--- src/conv_pkg.sv ---
// conversion constants, controller state codes and the bcd word union type
package conv_pkg;

	localparam int BCD_DIGITS = 10;		// enough for 2^32 - 1
	localparam int DIGIT_BITS = 4;
	localparam int BCD_WIDTH = BCD_DIGITS * DIGIT_BITS;
	localparam int ASCII_WIDTH = BCD_DIGITS * 8;	// one byte per digit
	localparam int DIGIT_COUNT_WIDTH = 4;
	localparam int SHIFT_COUNT_WIDTH = 6;

	localparam logic [7:0] ASCII_ZERO = 8'h30;

	// controller states
	localparam int STATE_WIDTH = 2;
	localparam logic [STATE_WIDTH-1:0] ST_IDLE = 2'd0;
	localparam logic [STATE_WIDTH-1:0] ST_SHIFT = 2'd1;
	localparam logic [STATE_WIDTH-1:0] ST_FORMAT = 2'd2;
	localparam logic [STATE_WIDTH-1:0] ST_DONE = 2'd3;

	// flat view shifts the whole register, digit view is corrected and mapped per digit
	typedef union packed {
		logic [BCD_WIDTH-1:0] flat;
		logic [BCD_DIGITS-1:0][DIGIT_BITS-1:0] digit;	// digit 0 is least significant
	} bcd_word_u;

endpackage

--- src/seq_pkg.sv ---
// host table constants: address width, table depth, counter width, reset value
package seq_pkg;

	// up to 16 peer hosts
	localparam int HOST_ADDR_WIDTH = 4;
	localparam int NUM_HOSTS = 1 << HOST_ADDR_WIDTH;

	// one binary sequence counter per host
	localparam int SEQ_WIDTH = 32;

	// sessions start numbering at one
	localparam logic [SEQ_WIDTH-1:0] SEQ_RESET_VALUE = 32'd1;

endpackage
--- src/seq_generator.sv ---
// sequence generator top: counter table, conversion control and datapaths
`timescale 1ns/1ps

module seq_generator import seq_pkg::*; import conv_pkg::*; (
	input  logic clk,
	input  logic rst,
	input  logic update_i,
	input  logic [HOST_ADDR_WIDTH-1:0] update_addr_i,
	input  logic [SEQ_WIDTH-1:0] update_value_i,
	input  logic create_i,
	input  logic ignore_i,
	input  logic [HOST_ADDR_WIDTH-1:0] create_addr_i,
	input  logic receive_i,
	input  logic [HOST_ADDR_WIDTH-1:0] receive_addr_i,
	output logic [SEQ_WIDTH-1:0] expected_seq_num_o,
	output logic [ASCII_WIDTH-1:0] outgoing_seq_num_o,
	output logic [DIGIT_COUNT_WIDTH-1:0] width_o,
	output logic valid_o
);

	logic [SEQ_WIDTH-1:0] next_value;
	logic create_done;
	logic load;
	logic shift_en;
	logic fmt_en;
	logic last;
	bcd_word_u digits;

	seq_table i_table (
		.clk(clk), .rst(rst),
		.update_i(update_i), .update_addr_i(update_addr_i), .update_value_i(update_value_i),
		.create_i(create_i), .ignore_i(ignore_i), .create_addr_i(create_addr_i),
		.receive_i(receive_i), .receive_addr_i(receive_addr_i),
		.next_value_o(next_value), .create_done_o(create_done),
		.expected_seq_num_o(expected_seq_num_o)
	);

	conv_ctrl i_ctrl (
		.clk(clk), .rst(rst),
		.create_done_i(create_done), .last_i(last),
		.load_o(load), .shift_en_o(shift_en), .fmt_en_o(fmt_en), .valid_o(valid_o)
	);

	shift_counter i_counter (
		.clk(clk), .rst(rst),
		.load_i(load), .shift_en_i(shift_en), .last_o(last)
	);

	dabble_datapath i_dabble (
		.clk(clk), .rst(rst),
		.load_i(load), .shift_en_i(shift_en), .next_value_i(next_value),
		.digits_o(digits)
	);

	ascii_formatter i_format (
		.clk(clk), .rst(rst),
		.fmt_en_i(fmt_en), .digits_i(digits),
		.outgoing_seq_num_o(outgoing_seq_num_o), .width_o(width_o)
	);

endmodule

--- src/ascii_formatter.sv ---
// bcd digits to ascii text with leading digit in byte 0, plus digit count
`timescale 1ns/1ps

module ascii_formatter import conv_pkg::*; (
	input  logic clk,
	input  logic rst,
	input  logic fmt_en_i,
	input  bcd_word_u digits_i,
	output logic [ASCII_WIDTH-1:0] outgoing_seq_num_o,
	output logic [DIGIT_COUNT_WIDTH-1:0] width_o
);

	logic [DIGIT_COUNT_WIDTH-1:0] count;
	logic [ASCII_WIDTH-1:0] text;

	// highest nonzero digit sets the count, zero still has one digit
	always_comb begin
		count = DIGIT_COUNT_WIDTH'(1);
		for (int i = 1; i < BCD_DIGITS; i++) begin
			if (digits_i.digit[i] != '0) begin
				count = DIGIT_COUNT_WIDTH'(i + 1);
			end
		end
	end

	// byte k carries digit count-1-k, bytes past the count stay zero
	always_comb begin
		text = '0;
		for (int k = 0; k < BCD_DIGITS; k++) begin
			if (k < int'(count)) begin
				text[k*8 +: 8] = ASCII_ZERO + 8'(digits_i.digit[int'(count) - 1 - k]);
			end
		end
	end

	always_ff @(posedge clk) begin
		if (rst) begin
			outgoing_seq_num_o <= '0;
			width_o <= '0;
		end else if (fmt_en_i) begin
			outgoing_seq_num_o <= text;
			width_o <= count;
		end
	end

endmodule

--- src/dabble_datapath.sv ---
// serial binary to bcd engine with shift register and add-3 digit correction
`timescale 1ns/1ps

module dabble_datapath import seq_pkg::*; import conv_pkg::*; (
	input  logic clk,
	input  logic rst,
	input  logic load_i,
	input  logic shift_en_i,
	input  logic [SEQ_WIDTH-1:0] next_value_i,
	output bcd_word_u digits_o
);

	logic [SEQ_WIDTH-1:0] bin_q;
	bcd_word_u bcd_q;
	bcd_word_u bcd_fix;

	// any digit of 5 or more would pass 9 after doubling
	always_comb begin
		bcd_fix = bcd_q;
		for (int d = 0; d < BCD_DIGITS; d++) begin
			if (bcd_q.digit[d] >= 4'd5) begin
				bcd_fix.digit[d] = bcd_q.digit[d] + 4'd3;
			end
		end
	end

	always_ff @(posedge clk) begin
		if (rst) begin
			bin_q <= '0;
			bcd_q <= '0;
		end else if (load_i) begin
			bin_q <= next_value_i;
			bcd_q <= '0;
		end else if (shift_en_i) begin
			bin_q <= {bin_q[SEQ_WIDTH-2:0], 1'b0};
			bcd_q.flat <= {bcd_fix.flat[BCD_WIDTH-2:0], bin_q[SEQ_WIDTH-1]};	// msb first
		end
	end

	assign digits_o = bcd_q;

endmodule

--- src/shift_counter.sv ---
// shift step counter that flags the last bit of a conversion
`timescale 1ns/1ps

module shift_counter import seq_pkg::*; import conv_pkg::*; (
	input  logic clk,
	input  logic rst,
	input  logic load_i,
	input  logic shift_en_i,
	output logic last_o
);

	localparam logic [SHIFT_COUNT_WIDTH-1:0] LAST_STEP = SHIFT_COUNT_WIDTH'(SEQ_WIDTH - 1);

	logic [SHIFT_COUNT_WIDTH-1:0] count_q;

	always_ff @(posedge clk) begin
		if (rst) begin
			count_q <= '0;
		end else if (load_i) begin
			count_q <= '0;
		end else if (shift_en_i) begin
			count_q <= count_q + 1'b1;
		end
	end

	assign last_o = shift_en_i && (count_q == LAST_STEP);	// 32nd step

endmodule

--- src/conv_ctrl.sv ---
// conversion state machine for load, shift, format and valid pulse
`timescale 1ns/1ps

module conv_ctrl import conv_pkg::*; (
	input  logic clk,
	input  logic rst,
	input  logic create_done_i,
	input  logic last_i,
	output logic load_o,
	output logic shift_en_o,
	output logic fmt_en_o,
	output logic valid_o
);

	logic [STATE_WIDTH-1:0] state_q;
	logic [STATE_WIDTH-1:0] state_d;

	always_comb begin
		state_d = state_q;
		case (state_q)
			ST_IDLE: begin
				if (create_done_i) begin
					state_d = ST_SHIFT;
				end
			end
			ST_SHIFT: begin
				if (last_i) begin
					state_d = ST_FORMAT;	// final bit goes in this cycle
				end
			end
			ST_FORMAT: state_d = ST_DONE;
			ST_DONE: state_d = ST_IDLE;
			default: state_d = ST_IDLE;
		endcase
	end

	always_ff @(posedge clk) begin
		if (rst) begin
			state_q <= ST_IDLE;
			valid_o <= 1'b0;
		end else begin
			state_q <= state_d;
			valid_o <= (state_q == ST_DONE);	// text already registered
		end
	end

	// requests outside idle are dropped
	assign load_o = (state_q == ST_IDLE) && create_done_i;
	assign shift_en_o = (state_q == ST_SHIFT);
	assign fmt_en_o = (state_q == ST_FORMAT);

endmodule

--- src/seq_table.sv ---
// per-host sequence counter memory with resync, increment and inbound lookup
`timescale 1ns/1ps

module seq_table import seq_pkg::*; (
	input  logic clk,
	input  logic rst,
	input  logic update_i,					// resync from session manager
	input  logic [HOST_ADDR_WIDTH-1:0] update_addr_i,
	input  logic [SEQ_WIDTH-1:0] update_value_i,
	input  logic create_i,					// outgoing message
	input  logic ignore_i,
	input  logic [HOST_ADDR_WIDTH-1:0] create_addr_i,
	input  logic receive_i,					// inbound message
	input  logic [HOST_ADDR_WIDTH-1:0] receive_addr_i,
	output logic [SEQ_WIDTH-1:0] next_value_o,
	output logic create_done_o,
	output logic [SEQ_WIDTH-1:0] expected_seq_num_o
);

	logic [SEQ_WIDTH-1:0] mem_q [NUM_HOSTS];
	logic create_ok;
	logic [SEQ_WIDTH-1:0] inc_value;

	// resync wins over an increment in the same cycle
	assign create_ok = create_i && !ignore_i && !update_i;
	assign inc_value = mem_q[create_addr_i] + 1'b1;	// wraps at 2^32

	always_ff @(posedge clk) begin
		if (rst) begin
			for (int i = 0; i < NUM_HOSTS; i++) begin
				mem_q[i] <= SEQ_RESET_VALUE;
			end
		end else if (update_i) begin
			mem_q[update_addr_i] <= update_value_i;
		end else if (create_ok) begin
			mem_q[create_addr_i] <= inc_value;
		end
	end

	always_ff @(posedge clk) begin
		if (rst) begin
			create_done_o <= 1'b0;
		end else begin
			create_done_o <= create_ok;	// one-cycle start strobe
		end
	end

	// value handed to the converter
	always_ff @(posedge clk) begin
		if (create_ok) begin
			next_value_o <= inc_value;
		end
	end

	// lookup sees the counter before any write in this cycle
	always_ff @(posedge clk) begin
		if (receive_i) begin
			expected_seq_num_o <= mem_q[receive_addr_i];
		end
	end

endmodule

--- config.mk ---
export PLATFORM = sky130hd
export DESIGN_NAME = seq_generator
export DESIGN_NICKNAME = d
export VERILOG_FILES = /design/src/conv_pkg.sv /design/src/seq_pkg.sv /design/src/seq_generator.sv /design/src/ascii_formatter.sv /design/src/dabble_datapath.sv /design/src/shift_counter.sv /design/src/conv_ctrl.sv /design/src/seq_table.sv
export SDC_FILE = /design/constraint.sdc
export NUM_CORES = 1
export LEC_CHECK = 0
export ABC_AREA = 0
export BUFFER_PORTS_ARGS = -buffer_cell sky130_fd_sc_hd__buf_2
export CAP_MARGIN = 20
export CORE_UTILIZATION = 26
export DETAILED_ROUTE_END_ITERATION = 7
export GPL_TIMING_DRIVEN = 0
export HOLD_SLACK_MARGIN = 0.08
export PLACE_DENSITY = 0.49
export SYNTH_ARGS = -nofsm -noshare
export SYNTH_HDL_FRONTEND = slang
export SYNTH_SLANG_ARGS = --single-unit
--- constraint.sdc ---
create_clock -name clk -period 6.6 [get_ports clk]
set_input_delay 0.66 -clock clk [delete_from_list [all_inputs] [get_ports clk]]
set_output_delay 0.66 -clock clk [all_outputs]
set_load 0.02 [all_outputs]
==> key figures <==
STA
  – Setup total negative slack: 0 ns
  – Fmax: 176 MHz
  – Worst-margin pin slew: 1.27 ns
  – Final Hold Fails: 0
  – Clock Skews: 0.0545 ns
  – Period Utilization, post-route: 85.9%
  – Slew HR: 15.6%
  – RSZ-0062 raised after global routing: false
  – Final Critical Period: 5.67 ns
  – Setup violations, final: 0
  – Slew Limit Fails: 0

Clocking
  – H-tree depth: 3
  – Later-pin clock latency in the skew report: 0.70 ns
  – TritonCTS sink count: about 710
  – Total CTS buffers: 81
  – CTS tree: built
  – Post-cts repair resize count: 0
  – Post-CTS Setup Inserts: 0
  – Clock-pin slew on the worst setup and hold paths: approximately 0.070 ns
  – Hold buffer count at cts: 0
  – Clk root buf: clkbuf_16
  – Clock Path Buffers: 3

Job
  – Max-cap violations: 0

Die
  – Die Span Y: 383 µm
  – Die area: 147000 µm²
  – Die X: 383 µm
  – Io pins: 167
  – Placeable Area: 144000 µm²
  – Initial Utilization: a little over a quarter
  – Site Rows: 139

Power and ir drop
  – Leak pwr: 15.6 nW
  – Seq pwr share: 40.3%
  – Switch Pwr: 4.02 mW
  – Combinational Power Share: ~23%
  – Internal: 8.82 mW
  – Sw Share: 31.3%
  – Clock network power share: between 30% and 40%
  – Max VDD drop: between 300 and 400 µV
  – Pwr dens: 289 nW/µm²

Cells and area
  – Most frequent cells in the layout: nor2_1 (579), edfxtp_1 (576), mux4_2 (255)
  – Area of the multi-input gates: 16200 µm²
  – Fin cells: 5163
  – Fin nets: 3281
  – Most common cell after layout, fill and taps aside: nor2_1
  – Filler cells: 14.5k
  – Register area: 20000 µm²
  – Area grow syn2layout: 17.6%
  – Final core occ: between 30 and 40%
  – Share of layout cells above drive strength 1: 23.8%
  – Antenna cells: 0

Synthesis
  – Adder-cell share of the synthesized area: roughly 1.1%
  – Ys flop type: edfxtp_1
  – #FFs+latches synth: 711
  – Top cell type's share of synthesized area: 45.8%
  – Async set-reset flop share out of synthesis: 0%
  – Largest family of logic cells by synthesized area: multiplexers
  – Average size of a mapped cell: around 13 µm²
  – Register area share after synthesis: 53.0%
  – EDFF count, synth: 576
  – Post-synth cell types: 96
  – Synth Area in XOR/XNOR: less than 1%
  – Complex-gate fraction of the synthesized area: 6.45%
  – Synth area leader: edfxtp_1
  – Simple-gate share of the synthesized area: around an eighth
  – Mapped Area: 37800 µm²
  – Yosys warnings: 0
  – Mux share of post-synthesis cell area: 21.4%
  – Post-Synthesis Cells: slightly below 3k
  – Area contributors post-synth: edfxtp_1 (46%), mux4_2 (15%), dfxtp_1 (7.2%)

Global route
  – GRT Total Usage: about a fifth
  – First-pass GRT wire length: just over 200000 µm
  – Vias in the first global route: 26.9k
  – Pin count of the biggest net entering global routing: 33
  – Initial antenna violation count: 6
  – Total gr overflow: 0

Worst setup path
  – Setup crit start kind: flop
  – Crit-path max FO: 10
  – Worst path buffer plus inverter count: 3
  – CP max-delay cell: xnor2_1
  – CP Data Required Time: 7.11 ns
  – CP Data Arrival Time: 6.17 ns
  – Cell Chain, Critical Path: inv_1 -> ha_1 -> nor3b_1 -> o211ai_1 -> o221ai_1 -> clkbuf_1 -> ha_1 -> clkbuf_1 -> o21ai_1 -> and2_1 -> xnor2_1 -> mux2i_1 -> o22ai_1 -> nor2b_1
  – Critical Path Max Stage Delay: roughly 0.75 ns
  – Crit end category: flop
  – CP top delay family: buffers and inverters
  – Kind of critical path: reg2reg

Route
  – Overall routed net length: 146000 µm
  – Routed len/inst: 28.2 µm
  – Vias per cell: 5.31
  – 1st-pass router iterations: 7
  – Via count: 27.4k
  – Initial DRC count: 3064
  – DRC violations left: 15
  – Antenna Nets Post-Route: 0

Place
  – Port Buffers: 141
  – GP Congestion: 0.898
  – Placed insts: around 5k
  – HPWL Detailed: 101000 µm

Outcome
  – Outcome: finished, violations left
  – Failing checks: design-rule violations

Min path
  – Hold WC Path Type: in2reg
-- power groups by stage --
stage               clock [mW]  sequential, mW  combinational (mW)
floorplan                    0            5.27                1.87
global placement             0            5.29                2.81
detailed placement           0            5.28                2.85
CTS                       4.83            5.18                2.87
global route              4.98            5.21                3.07
finish                    4.77            5.18                2.90
-- tightest hold or removal path: stages --
cell and delay, ns:
buf_2 0.08, nor3b_2 0.04, buf_6 0.16
-- per-stage QoR --
stage,hold slack (ns),setup slack [ns],power (mW),cell area [µm²]
3_5_place_dp,0.424,0.561,8.13,41600
2_1_floorplan,0.454,0.747,7.14,37800
3_3_place_gp,0.427,-4.04,8.10,40900
5_1_grt,0.390,0.479,13.3,44400
6_report,0.425,0.933,12.8,44400
4_1_cts,0.364,0.882,12.9,44300
-- cells in the mapped netlist (all sizes together), types with 5 or more instances --
library cell,n
and2,14
o211ai,5
or2,12
and4,10
a32o,8
nor3,59
nor2,612
nor4,8
mux2,11
nand2,143
nor3b,15
a21oi,76
a31o,5
o31ai,11
buf,135
a311oi,5
or4,5
ha,34
nand2b,45
and3,12
a31oi,13
edfxtp,576
a211oi,53
or3b,5
a22oi,29
o21ai,66
xnor2,27
nand4,15
o2111a,5
nor2b,17
o221ai,8
mux4,287
a22o,17
clkbuf,142
a221o,8
nand3,47
mux2i,138
xor2,16
dfxtp,135
inv,40
-- per-layer routing --
layer | global-route usage (%) | wire length [µm] | up-vias
met1 | 25.9 | 59700 | 14200
li1 | - | - | 11600
met3 | 3.67 | 11900 | 275
met2 | 32.0 | 69100 | 1399
met4 | 6.71 | 5080 | 0
met5 | 0 | 0 | -
-- final cells by class --
class                   count  share of cell area [%]
clock buffers              97                    4.79
repair buffers            181                    3.02
clock inverters            49                    1.39
flip-flops and latches    711                    45.1
inverters                  41                   0.347
well taps                1903                    5.36
plain buffers             278                    3.58
multi-input cells        1903                    36.5
-- registers in the layout, summed over array words and instances (netlist names) --
register / count
i_table.mem_q: 512
i_ctrl.valid_o: 1
i_counter.count_q: 6
i_table.create_done_o: 1
i_table.expected_seq_num_o: 32
i_format.outgoing_seq_num_o: 50
i_dabble.bin_q: 32
i_ctrl.state_q: 2
i_format.width_o: 3
i_dabble.digits_o: 40
i_table.next_value_o: 32
-- worst paths after layout --
path,end,cells after the start,start,slack (ns)
hold / removal,i_table.next_value_o[11]$_DFFE_PP_,3,ignore_i,0.43
hold reg to reg,i_format.outgoing_seq_num_o[58]$_SDFFE_PP0P_,2,i_format.outgoing_seq_num_o[58]$_SDFFE_PP0P_,0.43
setup reg to reg,i_format.outgoing_seq_num_o[72]$_SDFFE_PP0P_,14,i_dabble.digits_o[32]$_SDFFE_PP0P_,0.93
setup / recovery,i_format.outgoing_seq_num_o[72]$_SDFFE_PP0P_,14,i_dabble.digits_o[32]$_SDFFE_PP0P_,0.93
-- logic make-up (layout without fill, tap and decap cells) --
logic type / after synthesis / after routing
simple gates: 1031 / 1031
flops: 711 / 711
mux: 436 / 436
compound gates: 339 / 339
buf+inv: 319 / 646
xor+xnor: 43 / 43
fa+ha+maj: 34 / 34
other cells: 1 / 20
Note: power is estimated with default switching activity, not from simulation.
